### src/include/decode_settings.svh
`ifndef DECODE_SETTINGS_SVH
`define DECODE_SETTINGS_SVH

// Word and field widths
`define XLEN        32
`define REG_IDX_W   4   // RV32E keeps x0..x15
`define OPCODE_W    7
`define FUNCT3_W    3
`define FUNCT7_W    7

// Major opcodes of the kept groups
`define OPC_OP      7'b0110011
`define OPC_OPIMM   7'b0010011
`define OPC_LOAD    7'b0000011
`define OPC_STORE   7'b0100011
`define OPC_BRANCH  7'b1100011
`define OPC_JAL     7'b1101111
`define OPC_JALR    7'b1100111
`define OPC_LUI     7'b0110111
`define OPC_AUIPC   7'b0010111
`define OPC_FENCE   7'b0001111  // FENCE and FENCE.I

`endif
### src/source/decode_pkg.sv
`default_nettype none

`include "decode_settings.svh"

package decode_pkg;

    // Instruction word views, register fields keep the full 5 bits
    typedef struct packed {
        logic [`FUNCT7_W-1:0]  funct7;
        logic [`REG_IDX_W:0]   rs2;
        logic [`REG_IDX_W:0]   rs1;
        logic [`FUNCT3_W-1:0]  funct3;
        logic [`REG_IDX_W:0]   rd;
        logic [`OPCODE_W-1:0]  opcode;
    } r_fmt_t;

    typedef struct packed {
        logic [11:0]           imm_11_0;
        logic [`REG_IDX_W:0]   rs1;
        logic [`FUNCT3_W-1:0]  funct3;
        logic [`REG_IDX_W:0]   rd;
        logic [`OPCODE_W-1:0]  opcode;
    } i_fmt_t;

    typedef struct packed {
        logic [6:0]            imm_11_5;
        logic [`REG_IDX_W:0]   rs2;
        logic [`REG_IDX_W:0]   rs1;
        logic [`FUNCT3_W-1:0]  funct3;
        logic [4:0]            imm_4_0;
        logic [`OPCODE_W-1:0]  opcode;
    } s_fmt_t;

    typedef struct packed {
        logic                  imm_12;
        logic [5:0]            imm_10_5;
        logic [`REG_IDX_W:0]   rs2;
        logic [`REG_IDX_W:0]   rs1;
        logic [`FUNCT3_W-1:0]  funct3;
        logic [3:0]            imm_4_1;
        logic                  imm_11;
        logic [`OPCODE_W-1:0]  opcode;
    } b_fmt_t;

    typedef struct packed {
        logic [19:0]           imm_31_12;
        logic [`REG_IDX_W:0]   rd;
        logic [`OPCODE_W-1:0]  opcode;
    } u_fmt_t;

    typedef struct packed {
        logic                  imm_20;
        logic [9:0]            imm_10_1;
        logic                  imm_11;
        logic [7:0]            imm_19_12;
        logic [`REG_IDX_W:0]   rd;
        logic [`OPCODE_W-1:0]  opcode;
    } j_fmt_t;

    typedef union packed {
        r_fmt_t r;
        i_fmt_t i;
        s_fmt_t s;
        b_fmt_t b;
        u_fmt_t u;
        j_fmt_t j;
    } instr_word_u;

    // One-hot when the opcode is valid, all zero otherwise
    typedef struct packed {
        logic op;
        logic opimm;
        logic load;
        logic store;
        logic branch;
        logic jal;
        logic jalr;
        logic lui;
        logic auipc;
        logic fence;
    } opc_class_t;

    typedef struct packed {
        logic                  en;
        logic [`REG_IDX_W-1:0] rs1;
        logic [`REG_IDX_W-1:0] rs2;
    } rf_read_t;

    typedef struct packed {
        logic                  en;
        logic                  is_branch;
        logic                  alt;     // SUB / SRA / SRAI
        logic [`FUNCT3_W-1:0]  funct3;
    } alu_op_t;

    typedef struct packed {
        logic                  en;
        logic                  is_store;
        logic [`FUNCT3_W-1:0]  funct3;  // Access size and sign
    } mem_op_t;

    typedef struct packed {
        logic                  en;
        logic [`REG_IDX_W-1:0] rd;
    } rf_write_t;

    typedef enum logic {ALU_A_RS1 = 1'b0, ALU_A_PC = 1'b1} alu_a_sel_e;
    typedef enum logic {ALU_B_RS2 = 1'b0, ALU_B_IMM = 1'b1} alu_b_sel_e;

    typedef enum logic [1:0] {
        WB_ALU = 2'd0,
        WB_IMM = 2'd1,
        WB_MEM = 2'd2,
        WB_NPC = 2'd3
    } wb_sel_e;

    typedef enum logic [1:0] {
        PC_NPC    = 2'd0,
        PC_JALR   = 2'd1,  // rs1 + imm with bit 0 cleared
        PC_JAL    = 2'd2,
        PC_BRANCH = 2'd3   // pc + imm when taken
    } pc_sel_e;

    typedef struct packed {
        rf_read_t   rf_read;
        alu_op_t    alu;
        mem_op_t    mem;
        rf_write_t  rf_write;
        alu_a_sel_e alu_a_sel;
        alu_b_sel_e alu_b_sel;
        wb_sel_e    wb_sel;
        pc_sel_e    pc_sel;
    } ctrl_word_t;

endpackage

`default_nettype wire

### src/source/rv32_decoder.sv
`timescale 1ns/1ps
`default_nettype none

`include "decode_settings.svh"

module rv32_decoder
    import decode_pkg::*;
(
    input  logic              clk,
    input  logic              rst_n,
    input  logic              advance,
    input  instr_word_u       instr,
    output ctrl_word_t        ctrl,
    output logic [`XLEN-1:0]  imm,
    output logic              fault
);

    opc_class_t cls;
    logic       bad_opcode;
    logic       invalid;

    opcode_classify u_classify (
        .instr      (instr),
        .cls        (cls),
        .bad_opcode (bad_opcode)
    );

    field_check u_check (
        .clk        (clk),
        .rst_n      (rst_n),
        .advance    (advance),
        .instr      (instr),
        .cls        (cls),
        .bad_opcode (bad_opcode),
        .invalid    (invalid),
        .fault      (fault)
    );

    // Enables are squashed here for faulting words
    control_gen u_ctrl (
        .clk     (clk),
        .rst_n   (rst_n),
        .advance (advance),
        .instr   (instr),
        .cls     (cls),
        .invalid (invalid),
        .ctrl    (ctrl)
    );

    imm_gen u_imm (
        .clk     (clk),
        .rst_n   (rst_n),
        .advance (advance),
        .instr   (instr),
        .cls     (cls),
        .imm     (imm)
    );

endmodule

`default_nettype wire

### src/source/control_gen.sv
`timescale 1ns/1ps
`default_nettype none

`include "decode_settings.svh"

module control_gen
    import decode_pkg::*;
(
    input  logic        clk,
    input  logic        rst_n,
    input  logic        advance,
    input  instr_word_u instr,
    input  opc_class_t  cls,
    input  logic        invalid,
    output ctrl_word_t  ctrl
);

    ctrl_word_t           ctrl_next;
    logic [`FUNCT3_W-1:0] funct3;
    logic                 alu_uses_funct3;
    logic                 shift_right;

    assign funct3          = instr.r.funct3;
    assign alu_uses_funct3 = cls.op | cls.opimm | cls.branch;
    assign shift_right     = funct3 == 3'd5;

    always_comb begin
        // Read stage
        ctrl_next.rf_read.en  = ~invalid & (cls.op | cls.opimm | cls.load | cls.store |
                                            cls.branch | cls.jalr);
        ctrl_next.rf_read.rs1 = instr.r.rs1[`REG_IDX_W-1:0];
        ctrl_next.rf_read.rs2 = instr.r.rs2[`REG_IDX_W-1:0];

        // Execute stage, address math for LOAD/STORE/JALR uses ADD
        ctrl_next.alu.en        = ~invalid & (cls.op | cls.opimm | cls.branch | cls.load |
                                              cls.store | cls.auipc | cls.jalr);
        ctrl_next.alu.is_branch = cls.branch;
        ctrl_next.alu.alt       = instr.r.funct7[5] &
                                  ((cls.op & ((funct3 == 3'd0) | shift_right)) |
                                   (cls.opimm & shift_right));
        ctrl_next.alu.funct3    = alu_uses_funct3 ? funct3 : 3'd0;

        // Memory stage
        ctrl_next.mem.en       = ~invalid & (cls.load | cls.store);
        ctrl_next.mem.is_store = cls.store;
        ctrl_next.mem.funct3   = funct3;

        // Write back stage
        ctrl_next.rf_write.en = ~invalid & (cls.op | cls.opimm | cls.load | cls.jal |
                                            cls.jalr | cls.lui | cls.auipc);
        ctrl_next.rf_write.rd = instr.r.rd[`REG_IDX_W-1:0];

        ctrl_next.alu_a_sel = cls.auipc ? ALU_A_PC : ALU_A_RS1;
        ctrl_next.alu_b_sel = (cls.op | cls.branch) ? ALU_B_RS2 : ALU_B_IMM;

        if (cls.lui) begin
            ctrl_next.wb_sel = WB_IMM;
        end else if (cls.load) begin
            ctrl_next.wb_sel = WB_MEM;
        end else if (cls.jal | cls.jalr) begin
            ctrl_next.wb_sel = WB_NPC;  // Link address
        end else begin
            ctrl_next.wb_sel = WB_ALU;
        end

        if (cls.jalr) begin
            ctrl_next.pc_sel = PC_JALR;
        end else if (cls.jal) begin
            ctrl_next.pc_sel = PC_JAL;
        end else if (cls.branch) begin
            ctrl_next.pc_sel = PC_BRANCH;
        end else begin
            ctrl_next.pc_sel = PC_NPC;
        end
    end

    always_ff @(posedge clk or negedge rst_n) begin
        if (!rst_n) begin
            ctrl <= '0;
        end else if (advance) begin
            ctrl <= ctrl_next;
        end
    end

endmodule

`default_nettype wire

### src/source/imm_gen.sv
`timescale 1ns/1ps
`default_nettype none

`include "decode_settings.svh"

module imm_gen
    import decode_pkg::*;
(
    input  logic              clk,
    input  logic              rst_n,
    input  logic              advance,
    input  instr_word_u       instr,
    input  opc_class_t        cls,
    output logic [`XLEN-1:0]  imm
);

    logic [`XLEN-1:0] imm_next;
    logic             sign;

    assign sign = instr.r.funct7[6];  // Instruction bit 31 in every format

    always_comb begin
        if (cls.store) begin
            imm_next = {{20{sign}}, instr.s.imm_11_5, instr.s.imm_4_0};
        end else if (cls.branch) begin
            imm_next = {{19{sign}}, instr.b.imm_12, instr.b.imm_11,
                        instr.b.imm_10_5, instr.b.imm_4_1, 1'b0};
        end else if (cls.lui | cls.auipc) begin
            imm_next = {instr.u.imm_31_12, 12'd0};
        end else if (cls.jal) begin
            imm_next = {{11{sign}}, instr.j.imm_20, instr.j.imm_19_12,
                        instr.j.imm_11, instr.j.imm_10_1, 1'b0};
        end else begin
            // JALR, LOAD, OP-IMM, OP, FENCE and unknown opcodes
            imm_next = {{20{sign}}, instr.i.imm_11_0};
        end
    end

    always_ff @(posedge clk or negedge rst_n) begin
        if (!rst_n) begin
            imm <= '0;
        end else if (advance) begin
            imm <= imm_next;
        end
    end

endmodule

`default_nettype wire

### src/source/field_check.sv
`timescale 1ns/1ps
`default_nettype none

`include "decode_settings.svh"

module field_check
    import decode_pkg::*;
(
    input  logic        clk,
    input  logic        rst_n,
    input  logic        advance,
    input  instr_word_u instr,
    input  opc_class_t  cls,
    input  logic        bad_opcode,
    output logic        invalid,
    output logic        fault
);

    logic [`REG_IDX_W:0]  rd;
    logic [`REG_IDX_W:0]  rs1;
    logic [`REG_IDX_W:0]  rs2;
    logic [`FUNCT3_W-1:0] funct3;
    logic [`FUNCT7_W-1:0] funct7;
    logic                 reads_rs1;
    logic                 reads_rs2;
    logic                 writes_rd;
    logic                 f7_other_bits;
    logic                 bad_reg;
    logic                 bad_funct3;
    logic                 bad_funct7;
    logic                 bad_fence;

    assign rd     = instr.r.rd;
    assign rs1    = instr.r.rs1;
    assign rs2    = instr.r.rs2;
    assign funct3 = instr.r.funct3;
    assign funct7 = instr.r.funct7;

    assign reads_rs1 = cls.op | cls.opimm | cls.load | cls.store | cls.branch | cls.jalr;
    assign reads_rs2 = cls.op | cls.store | cls.branch;
    assign writes_rd = cls.op | cls.opimm | cls.load | cls.jal | cls.jalr | cls.lui | cls.auipc;

    // Index bit 4 names x16..x31, absent in RV32E
    assign bad_reg = (reads_rs1 & rs1[`REG_IDX_W]) |
                     (reads_rs2 & rs2[`REG_IDX_W]) |
                     (writes_rd & rd[`REG_IDX_W]);

    assign bad_funct3 = (cls.store & (funct3 >= 3'd3)) |
                        (cls.load & ((funct3 == 3'd3) | (funct3[2:1] == 2'b11))) |
                        (cls.jalr & (funct3 != 3'd0)) |
                        (cls.branch & (funct3[2:1] == 2'b01)) |
                        (cls.fence & (funct3[2:1] != 2'b00));

    assign f7_other_bits = funct7[6] | (funct7[4:0] != 5'd0);  // Anything but bit 5

    assign bad_funct7 =
        (cls.op & f7_other_bits) |
        (cls.op & funct7[5] & (funct3 != 3'd0) & (funct3 != 3'd5)) |
        (cls.opimm & (funct3 == 3'd1) & (funct7 != 7'd0)) |
        (cls.opimm & (funct3 == 3'd5) & f7_other_bits);

    // FENCE.I also needs rs2 and the low funct7 bits clear
    assign bad_fence = cls.fence & ((rs1 != '0) | (rd != '0) | (funct7[6:3] != 4'd0) |
                       (funct3[0] & ((rs2 != '0) | (funct7[2:0] != 3'd0))));

    assign invalid = bad_opcode | bad_reg | bad_funct3 | bad_funct7 | bad_fence;

    always_ff @(posedge clk or negedge rst_n) begin
        if (!rst_n) begin
            fault <= 1'b0;
        end else if (advance) begin
            fault <= invalid;
        end
    end

endmodule

`default_nettype wire

### src/source/opcode_classify.sv
`timescale 1ns/1ps
`default_nettype none

`include "decode_settings.svh"

module opcode_classify
    import decode_pkg::*;
(
    input  instr_word_u instr,
    output opc_class_t  cls,
    output logic        bad_opcode
);

    always_comb begin
        cls        = '0;
        bad_opcode = 1'b0;
        case (instr.r.opcode)
            `OPC_OP: begin
                cls.op = 1'b1;
            end
            `OPC_OPIMM: begin
                cls.opimm = 1'b1;
            end
            `OPC_LOAD: begin
                cls.load = 1'b1;
            end
            `OPC_STORE: begin
                cls.store = 1'b1;
            end
            `OPC_BRANCH: begin
                cls.branch = 1'b1;
            end
            `OPC_JAL: begin
                cls.jal = 1'b1;
            end
            `OPC_JALR: begin
                cls.jalr = 1'b1;
            end
            `OPC_LUI: begin
                cls.lui = 1'b1;
            end
            `OPC_AUIPC: begin
                cls.auipc = 1'b1;
            end
            `OPC_FENCE: begin
                cls.fence = 1'b1;
            end
            default: begin
                bad_opcode = 1'b1;  // SYSTEM and compressed encodings land here
            end
        endcase
    end

endmodule

`default_nettype wire

### config.mk
export PLATFORM = sky130hd
export DESIGN_NAME = rv32_decoder
export DESIGN_NICKNAME = d
export VERILOG_FILES = /design/src/source/decode_pkg.sv /design/src/source/rv32_decoder.sv /design/src/source/control_gen.sv /design/src/source/imm_gen.sv /design/src/source/field_check.sv /design/src/source/opcode_classify.sv
export VERILOG_INCLUDE_DIRS = /design/src /design/src/include
export SDC_FILE = /design/constraint.sdc
export NUM_CORES = 1
export LEC_CHECK = 0
export ABC_AREA = 1
export BUFFER_PORTS_ARGS = -buffer_cell sky130_fd_sc_hd__clkbuf_2
export CORE_UTILIZATION = 45
export DETAILED_ROUTE_END_ITERATION = 10
export PLACE_DENSITY = 0.83
export SYNTH_ARGS = -nofsm -noshare
export SYNTH_HDL_FRONTEND = slang
export SYNTH_HIERARCHICAL = 1
export SYNTH_SLANG_ARGS = --single-unit
### constraint.sdc
create_clock -name clk -period 1 [get_ports clk]
set_clock_uncertainty 0.05 [all_clocks]
set_input_delay 0.15 -clock clk [delete_from_list [all_inputs] [get_ports clk]]
set_output_delay 0.15 -clock clk [all_outputs]
set_load 0.05 [all_outputs]
==> metrics.txt, run 1 <==
die width=87.74 um; clk_lat worst skew=0.37 ns; area delta synth->final=88.20%; Inserted Clock Buffers=9; die area=0.007698 mm2; cell count after synthesis=432; vias in the first global route=4136; worst r2r dst=u_imm/imm[3]$_DFFE_PN0P_; initial DRC count=approximately 860; DRT Pass-1 Iters=9; final setup TNS=-32.27 ns; top cells by count, synth=172 x nand2_1, 64 x dfrtp_1, 51 x nor2_1; period utilization=198.4%; Slew headroom=75.86%; Netlist Area Pre-Place=0.003308 mm2; Core ar.=0.006944 mm2; worst slew pin tran=0.3620 ns; final net count=682; Final ANT Viol Nets=0; crit-path cells=clkbuf_8 > inv_8 > nor3_1 > nand3_1 > nand2_2 > nor2_2 > a21oi_4 > nand3_2 > nor2_2 > nand2_1 > nor2_2 > nand2_2 > inv_2 > nand2_4 > inv_2 > o21ai_4 > nand2_1; CP Launch Type=input pin; # diodes=0; number of placement rows=30; post-synth top area cell=dfrtp_1; clock sinks=64; first-pass GRT wire length=about 20000 um; GRT overflow=0; min cycle time layout=1.984 ns; ys async rst share=100.0%; CTS tree=built; crit path capture type=flip-flop; top-count cell post-synth=nand2_1; hold path endpoint=u_imm/imm[8]$_DFFE_PN0P_; clock slew at reported path FFs=0.08 ns; worst hold path cell count=3; post-DP HPWL=7086 um; R2R Setup Slk=-0.04 ns; Seq/Total Area, Yosys=about half; most used cell along the critical path=nor2_2; H-tree levels=3; Yosys top cell area share=48.41%; DRC errors left=0; critical path data required time=1.26 ns; Max-Cap Viols=0; layout cells sized above 1=53.46%; Setup-failing EPs final=110; Leak=3.170 nW; top_reg_cell synth=dfrtp_1; antenna violations before repair=0; final hold viol count=0; Pwr Density=1354 mW/mm2; global-route usage over all layers=36.01%; worst slack, placed=-0.9053 ns; final slew viol count=0; distinct cell type count after synthesis=30; CTS root buf=clkbuf_8; Post-Route WL=~18000 um; port bufs=98; CP Max Fanout=5; hold crit path type=input pin to flip-flop; number of flops mapped to enable cells by yosys=0; Crit Path Class=input pin to flip-flop; failing checks=negative setup slack; Max Fclk=504.1 MHz; Mapped Avg Cell Area=7.658 um2; Ports=a little under 100; Vias per Instance=6.412; largest net degree at the start of global routing=65; Post-Place Cells=668; Hold Path Origin=instr[28]; synth warn=6; WL per Instance=approximately 24 um; worst reg2reg startpoint=u_imm/imm[3]$_DFFE_PN0P_; routability cong.=0.9405; die height=87.74 um; Initial Utilization=a little under half; Worst path slowest cell=nor3_1; Hold Worst Slack=between 0.04 and 0.05 ns; status=complete, but fails checks; unrepaired setup endpoints after global routing=yes; VDD IR max=1.315 mV; fin worst setup slack=-0.9837 ns; #FFs+latches synth=64; Vias=approximately 4.8k; Final Instance Count excl. Fillers=747; Crit path arrival time=~2.3 ns; Reg2Reg Depth=4; clk buf depth=2; Post-Syn Nets=467; top cells by area, synth=dfrtp_1 48%, nand2_1 20%, nor2_1 5.8%; CP peak stage delay=between 0.2 and 0.25 ns; number of fill cells=253
[critical path, delay by kind of cell]
kind	cells	cell delay, ns
compound gates	2	0.24
buf+inv	4	0.38
simple gates	11	1.47
[through the flow]
stage | instance area (um2) | total power [mW] | utilization [%]
2_1_floorplan | 3476 | 4.102 | -
3_3_place_gp | 4452 | 4.706 | 64.11
3_5_place_dp | 4452 | 4.744 | 64.11
4_1_cts | 5733 | 7.772 | 82.56
5_1_grt | 6226 | 8.652 | 89.66
6_report | 6226 | 8.429 | 89.66
[worst max path at each step]
stage | endpoint | slack, ns | start | cells past startpoint
2_1_floorplan | u_ctrl/ctrl[21]$_DFFE_PN0P_ | -0.56 | instr[2] | 18
3_3_place_gp | u_ctrl/ctrl[21]$_DFFE_PN0P_ | -0.82 | instr[2] | 18
3_5_place_dp | u_ctrl/ctrl[21]$_DFFE_PN0P_ | -0.91 | instr[2] | 18
4_1_cts | u_ctrl/ctrl[21]$_DFFE_PN0P_ | -0.43 | instr[4] | 17
5_1_grt | u_ctrl/ctrl[21]$_DFFE_PN0P_ | -1.02 | instr[6] | 18
6_report | u_ctrl/ctrl[30]$_DFFE_PN0P_ | -0.98 | instr[5] | 17
[area by class of cell]
cell class | count | area, um2 | area share, %
Timing Repair Buffer | 215 | 2205 | 35.41
Multi-Input combinational cell | 318 | 1886 | 30.29
Sequential cell | 64 | 1602 | 25.72
Inverter | 39 | 193.9 | 3.115
Clock buffer | 12 | 155.1 | 2.492
Tap cell | 96 | 120.1 | 1.929
Clock inverter | 3 | 65.06 | 1.045
[report_power, final]
part	internal, mW	total, mW	switching (mW)
registers	2.79	3.01	0.221
clock network	1.52	2.67	1.15
logic	1.11	2.75	1.63
total	5.42	8.43	3.01
[timing repair]
action | CTS | global route
endpoints found under the hold margin | 65 | 0
pin swaps | 22 | 29
setup buffers | 33 | 28
hold buffers | 2 | 0
cloned | 1 | 0
resized for setup | 186 | 122
setup endpoints to repair | 106 | 110
[state kept, by name, indices dropped and copies added, names as in the netlist]
name and cells:
u_check/fault 1, u_ctrl/ctrl 31, u_imm/imm 32
[per-layer routing]
layer  up-vias  global-route usage [%]  wire length, um
li1       1786                       -                -
met1      2174                   40.29             5811
met2       597                   59.55             8135
met3       231                   10.93             2184
met4         2                   23.55             1906
met5         -                       0               45
[logic make-up after synthesis]
logic type | synth area share, %
and+or+nand+nor | 35.29
DFF | 48.41
AOI/OAI and AO/OA | 9.191
buffers and inverters | 7.111
[layout by cell type, fill, tap and decap left out, types with 6 or more instances in the layout]
cell | Yosys | layout
nand2_1 | 172 | 150
buf_4 | 5 | 95
buf_8 | 0 | 66
dfrtp_1 | 64 | 64
nor2_1 | 51 | 41
clkbuf_2 | 0 | 27
inv_1 | 31 | 19
clkbuf_8 | 0 | 17
nand2_2 | 1 | 17
a21oi_2 | 2 | 17
buf_6 | 0 | 14
nand3_2 | 11 | 13
o21ai_2 | 0 | 12
nor2_4 | 2 | 11
inv_2 | 7 | 9
nand3_1 | 13 | 8
nor2_2 | 6 | 7
inv_4 | 1 | 7
nand3_4 | 2 | 6
a21oi_1 | 23 | 6
Note: power is estimated with default switching activity, not from simulation.
==> run 2, diff against run 1 <==
Settings changed: MAX_ROUTING_LAYER set to met4.
==> metrics.txt, run 2 (synthesis gave the netlist of run 1 again) <==
GR Layer Usage met2=59.69% (was 59.55%); die area=0.007698 mm2 (unchanged); Vias per Instance=6.239 (was 6.412); DRC errors left=11 (was 0); Worst path slowest cell=o21ai_1 (was nor3_1); most flop-heavy register=u_imm/imm (unchanged); Reg2Reg Depth=4 (unchanged); area of the multi-input gates=0.001883 mm2 (was 0.001886 mm2); clock sinks=64 (unchanged); CP Max Fanout=4 (was 5); Initial Utilization=47.64% (unchanged); most common cell after layout, fill and taps aside=nand2_1 (unchanged); period utilization=180.9% (was 198.4%); Hold Worst Slack=0.02695 ns (was 0.04631 ns); Core Util, Final=87.87% (was 89.66%); Reg area=0.001602 mm2 (unchanged); commonest cells after routing, fill and taps aside=153 x nand2_1, 92 x buf_4, 69 x buf_8, 64 x dfrtp_1, 40 x nor2_1 (was 150 x nand2_1, 95 x buf_4, 66 x buf_8, 64 x dfrtp_1, 41 x nor2_1); layout cells sized above 1=52.43% (was 53.46%); DRT Pass-1 Iters=11 (was 9); antenna violations before repair=0 (unchanged); crit path capture type=flip-flop (unchanged); Crit Path Class=input pin to flip-flop (unchanged); die width=87.74 um (unchanged); die height=87.74 um (unchanged); worst r2r dst=u_imm/imm[1]$_DFFE_PN0P_ (was u_imm/imm[3]$_DFFE_PN0P_); met3 usage=8.200% (was 10.93%); VDD IR max=0.8159 mV (was 1.315 mV); WL per Instance=22.60 um (was 24.21 um); routability cong.=0.9442 (was 0.9405); met1 Use GR=40.70% (was 40.29%); Core ar.=0.006944 mm2 (unchanged); clk buf depth=2 (unchanged); # diodes=0 (unchanged); Slew headroom=72.96% (was 75.86%); critical path data required time=1.26 ns (about the same); Vias=4586 (was 4790); port bufs=98 (unchanged); final hold viol count=0 (unchanged); H-tree levels=3 (unchanged); worst hold path cell count=3 (unchanged); Leak=3.098 nW (was 3.170 nW); Final Instance Count excl. Fillers=735 (was 747); Post-Route WL=16610 um (was 18080 um); CP peak stage delay=0.19 ns (was 0.24 ns); CTS root buf=clkbuf_8 (unchanged); Crit path arrival time=2.07 ns (was 2.25 ns); Inserted Clock Buffers=9 (unchanged); final instance area=0.006102 mm2 (was 0.006226 mm2); number of placement rows=30 (unchanged); status=complete, but fails checks (unchanged); Final ANT Viol Nets=0 (unchanged); final net count=669 (was 682); clk_lat worst skew=0.37 ns (about the same); total power=8.322 mW (was 8.429 mW); worst path bufs/invs=5 (was 4); hold path endpoint=u_imm/imm[25]$_DFFE_PN0P_ (was u_imm/imm[8]$_DFFE_PN0P_); final slew viol count=0 (unchanged); hold crit path type=input pin to flip-flop (unchanged); placed instance area=0.004447 mm2 (was 0.004452 mm2); worst reg2reg startpoint=u_imm/imm[1]$_DFFE_PN0P_ (was u_imm/imm[3]$_DFFE_PN0P_); failing checks=design-rule violations, negative setup slack (was negative setup slack); most used cell along the critical path=nand2_1 (was nor2_2); Worst path top cell family by delay=simple AND/OR/NAND/NOR gates (unchanged); initial DRC count=910 (was 858); clock slew at reported path FFs=0.09 ns (was 0.08 ns); CP Launch Type=input pin (unchanged); Hold Path Origin=instr[25] (was instr[28]); GRT overflow=0 (unchanged); Max-Cap Viols=0 (unchanged); Max Fclk=552.9 MHz (was 504.1 MHz); min cycle time layout=1.809 ns (was 1.984 ns); largest net degree at the start of global routing=65 (unchanged); post-DP HPWL=6993 um (was 7086 um); grt peak-use layer=met2 (unchanged); Pwr Density=1364 mW/mm2 (was 1354 mW/mm2); vias in the first global route=3992 (was 4136); unrepaired setup endpoints after global routing=yes (unchanged); area delta synth->final=84.46% (was 88.20%); Post-Place Cells=669 (was 668); biggest regs=u_imm/imm (32), u_ctrl/ctrl (31), u_check/fault (1) (unchanged); R2R Setup Slk=-0.06 ns (was -0.04 ns); CTS tree=built (unchanged); worst slew pin tran=0.4051 ns (was 0.3620 ns); fin worst setup slack=-0.8087 ns (was -0.9837 ns); crit-path cells=buf_8 > nand2_8 > inv_8 > nand2_4 > buf_4 > nor2_4 > nor2_1 > nand2_1 > nand2_1 > nand2_1 > nor2_2 > nand2_1 > nor2_2 > nand2_2 > inv_2 > nand2_2 > o21ai_1 > inv_1 > nand2_1 (was clkbuf_8 > inv_8 > nor3_1 > nand3_1 > nand2_2 > nor2_2 > a21oi_4 > nand3_2 > nor2_2 > nand2_1 > nor2_2 > nand2_2 > inv_2 > nand2_4 > inv_2 > o21ai_4 > nand2_1); Ports=99 (unchanged); number of fill cells=278 (was 253); Setup-failing EPs final=107 (was 110); Largest register FFs=32 (unchanged); first-pass GRT wire length=19790 um (was 20320 um); global-route usage over all layers=35.99% (was 36.01%)
-- run 2: cell types whose count changed in the layout (fill, tap and decap cells not counted), sizes merged --
cell         previous run  this run
dlygate4sd3             2         1
clkinvlp                0         1
clkinv                  1         4
clkbuf                 46        40
buf                   179       170
-- run 2: worst max path at each step --
stage | from | to | slack (ns) | cells after the start
after floorplan | instr[2] | u_ctrl/ctrl[21]$_DFFE_PN0P_ | -0.56 | 18
after global placement | instr[2] | u_ctrl/ctrl[21]$_DFFE_PN0P_ | -0.83 | 18
after detailed placement | instr[2] | u_ctrl/ctrl[21]$_DFFE_PN0P_ | -0.88 | 17
after CTS | instr[4] | u_ctrl/ctrl[21]$_DFFE_PN0P_ | -0.38 | 17
after global routing | instr[0] | u_ctrl/ctrl[21]$_DFFE_PN0P_ | -0.86 | 19
final | instr[0] | u_ctrl/ctrl[21]$_DFFE_PN0P_ | -0.81 | 19
-- run 2: report_power, final --
part	internal (mW)	leakage, nW	switching [mW]
combinational	1.11	2.20	1.61
sequential	2.79	0.785	0.214
clock	1.41	0.110	1.20
-- run 2: per-layer routing --
metal | routed length, um | share of wire [%] | up-vias
met5 | 0 | 0 | -
met4 | 1677 | 10 | 0
met3 | 2012 | 12 | 216
met2 | 7580 | 46 | 546
met1 | 5344 | 32 | 2059
li1 | - | - | 1765
-- run 2: worst register-to-register path, stage by stage, from the launching register on --
cell,delay [ns]
dfrtp_1,0.43
buf_4,0.16
buf_4,0.13
nor2_1,0.13
a21oi_2,0.06
-- run 2: metrics by stage --
step,setup TNS [ns],worst slack [ns]
after global placement,-28.37,-0.8316
after CTS,-17.06,-0.3809
after global routing,-28.10,-0.8642
after floorplan,-11.15,-0.5611
after detailed placement,-31.40,-0.8778
final,-23.76,-0.8087
-- run 2: cell type report --
| cell class | instances | area share [%] |
|---|---|---|
| multi-input cells | 318 | 30.86 |
| inverters | 39 | 3.301 |
| well taps | 96 | 1.968 |
| repair buffers | 202 | 34.04 |
| flip-flops and latches | 64 | 26.25 |
| clock buffers | 9 | 2.030 |
| clock inverters | 7 | 1.558 |
-- run 2: repair_timing --
action / CTS / global route
setup endpoints to repair: 107 / 109
pin swaps: 14 / 13
buffers inserted: 26 / 24
endpoints found under the hold margin: 64 / 0
hold buffers: 1 / 0
resized for setup: 192 / 109
gates cloned: 1 / 0
==> run 3, diff against run 2 <==
Settings changed: SKIP_CTS_REPAIR_TIMING set to 1.
==> metrics.txt, run 3 (synthesis gave the netlist of run 1 again) <==
status=complete, but fails checks (unchanged); failing checks=negative setup slack (was design-rule violations, negative setup slack); die width=87.74 um (unchanged); most flop-heavy register=u_imm/imm (unchanged); Max Fclk=661.1 MHz (was 552.9 MHz); final net count=642 (was 669); global-route usage over all layers=26.36% (was 35.99%); unrepaired setup endpoints after global routing=yes (unchanged); routability cong.=0.9442 (unchanged); period utilization=151.3% (was 180.9%); Vias per Instance=5.336 (was 6.239); min cycle time layout=1.513 ns (was 1.809 ns); clk_lat worst skew=0.35 ns (was 0.37 ns); number of placement rows=30 (unchanged); Core ar.=0.006944 mm2 (unchanged); Crit path arrival time=1.76 ns (was 2.07 ns); Post-Place Cells=669 (unchanged); clock slew at reported path FFs=0.08 ns (was 0.09 ns); CP Launch Type=input pin (unchanged); final hold viol count=0 (unchanged); Final Instance Count excl. Fillers=708 (was 735); commonest cells after routing, fill and taps aside=161 x nand2_1, 71 x buf_6, 68 x buf_4, 64 x dfrtp_1, 42 x nor2_1 (was 153 x nand2_1, 92 x buf_4, 69 x buf_8, 64 x dfrtp_1, 40 x nor2_1); WL per Instance=16.51 um (was 22.60 um); Initial Utilization=47.64% (unchanged); largest net degree at the start of global routing=65 (unchanged); worst slew pin tran=0.3435 ns (was 0.4051 ns); port bufs=98 (unchanged); biggest regs=u_imm/imm (32), u_ctrl/ctrl (31), u_check/fault (1) (unchanged); CP Max Fanout=5 (was 4); layout cells sized above 1=48.53% (was 52.43%); die height=87.74 um (unchanged); vias in the first global route=3187 (was 3992); Final ANT Viol Nets=0 (unchanged); die area=0.007698 mm2 (unchanged); Setup-failing EPs final=104 (was 107); post-DP HPWL=6993 um (unchanged); R2R Setup Slk=0.11 ns (was -0.06 ns); Inserted Clock Buffers=9 (unchanged); Hold Worst Slack=0.04830 ns (was 0.02695 ns); CTS root buf=clkbuf_8 (unchanged); CTS tree=built (unchanged); first-pass GRT wire length=14730 um (was 19790 um); Slew headroom=77.10% (was 72.96%); Pwr Density=1391 mW/mm2 (was 1364 mW/mm2); Vias=3778 (was 4586); H-tree levels=3 (unchanged); # diodes=0 (unchanged); Post-Route WL=11690 um (was 16610 um); Core Util, Final=80.63% (was 87.87%); clock sinks=64 (unchanged); VDD IR max=0.9666 mV (was 0.8159 mV); clk buf depth=2 (unchanged); Crit Path Class=input pin to flip-flop (unchanged); GRT overflow=0 (unchanged); final slew viol count=0 (unchanged); Ports=99 (unchanged); initial DRC count=432 (was 910); DRC errors left=0 (was 11); area delta synth->final=69.25% (was 84.46%); DRT Pass-1 Iters=5 (was 11); most common cell after layout, fill and taps aside=nand2_1 (unchanged); critical path data required time=1.25 ns (was 1.26 ns); Max-Cap Viols=0 (unchanged); Largest register FFs=32 (unchanged); Leak=2.858 nW (was 3.098 nW); antenna violations before repair=0 (unchanged); hold crit path type=input pin to flip-flop (unchanged); crit path capture type=flip-flop (unchanged); fin worst setup slack=-0.5127 ns (was -0.8087 ns)
## run 3: final cells by class
class,instances,area [um2]
multi-input cells,318,1867
flip-flops and latches,64,1602
repair buffers,175,1595
fillers,391,1345
inverters,39,196.4
clock buffers,9,123.9
well taps,96,120.1
clock inverters,7,95.09
## run 3: metrics by stage
stage | total power, mW | setup slack [ns] | TNS, ns | instance area [um2]
after floorplan | 4.102 | -0.5611 | -11.15 | 3476
after global placement | 4.704 | -0.8316 | -28.37 | 4447
after detailed placement | 4.742 | -0.8778 | -31.40 | 4447
after CTS | 7.229 | -0.5127 | -26.70 | 4666
after global routing | 8.097 | -0.5921 | -21.02 | 5599
final | 7.791 | -0.5127 | -17.15 | 5599
## run 3: layer usage
metal	vias up	wire, um	track usage (%)
met5	-	0	-
met4	0	518	15.20
li1	1717	-	-
met1	1785	4495	33.31
met3	56	805	5.561
met2	220	5872	39.04
## run 3: final timing paths
path                                            start                          end  cells past startpoint
max                                          instr[5]  u_ctrl/ctrl[21]$_DFFE_PN0P_                     18
min                                         instr[25]    u_imm/imm[25]$_DFFE_PN0P_                      3
max reg2reg                 u_imm/imm[28]$_DFFE_PN0P_    u_imm/imm[28]$_DFFE_PN0P_                      3
min reg2reg                u_ctrl/ctrl[6]$_DFFE_PN0P_   u_ctrl/ctrl[6]$_DFFE_PN0P_                      2
max in group asynchronous                       rst_n     u_imm/imm[4]$_DFFE_PN0P_                      3
min in group asynchronous                       rst_n    u_imm/imm[17]$_DFFE_PN0P_                      3
## run 3: where the power goes
part           switching [mW]  leakage, nW  internal [mW]
clock network            1.11        0.110           1.41
registers               0.162        0.785           2.79
logic                    1.46         1.96          0.860
total                    2.74         2.86           5.06
## run 3: critical path, cell delays in order
cell and delay (ns):
buf_4 0.15, inv_8 0.09, nand3_4 0.09, nor2_4 0.12, nor2_1 0.06, nand2_1 0.09, nor2_1 0.05, a21oi_1 0.14
nand3_2 0.10, nor2_2 0.10, nand2_1 0.06, nor2_2 0.09, nand2_2 0.06, inv_2 0.06, nand2_4 0.06, o21ai_1 0.16
inv_1 0.07, nand2_1 0.06
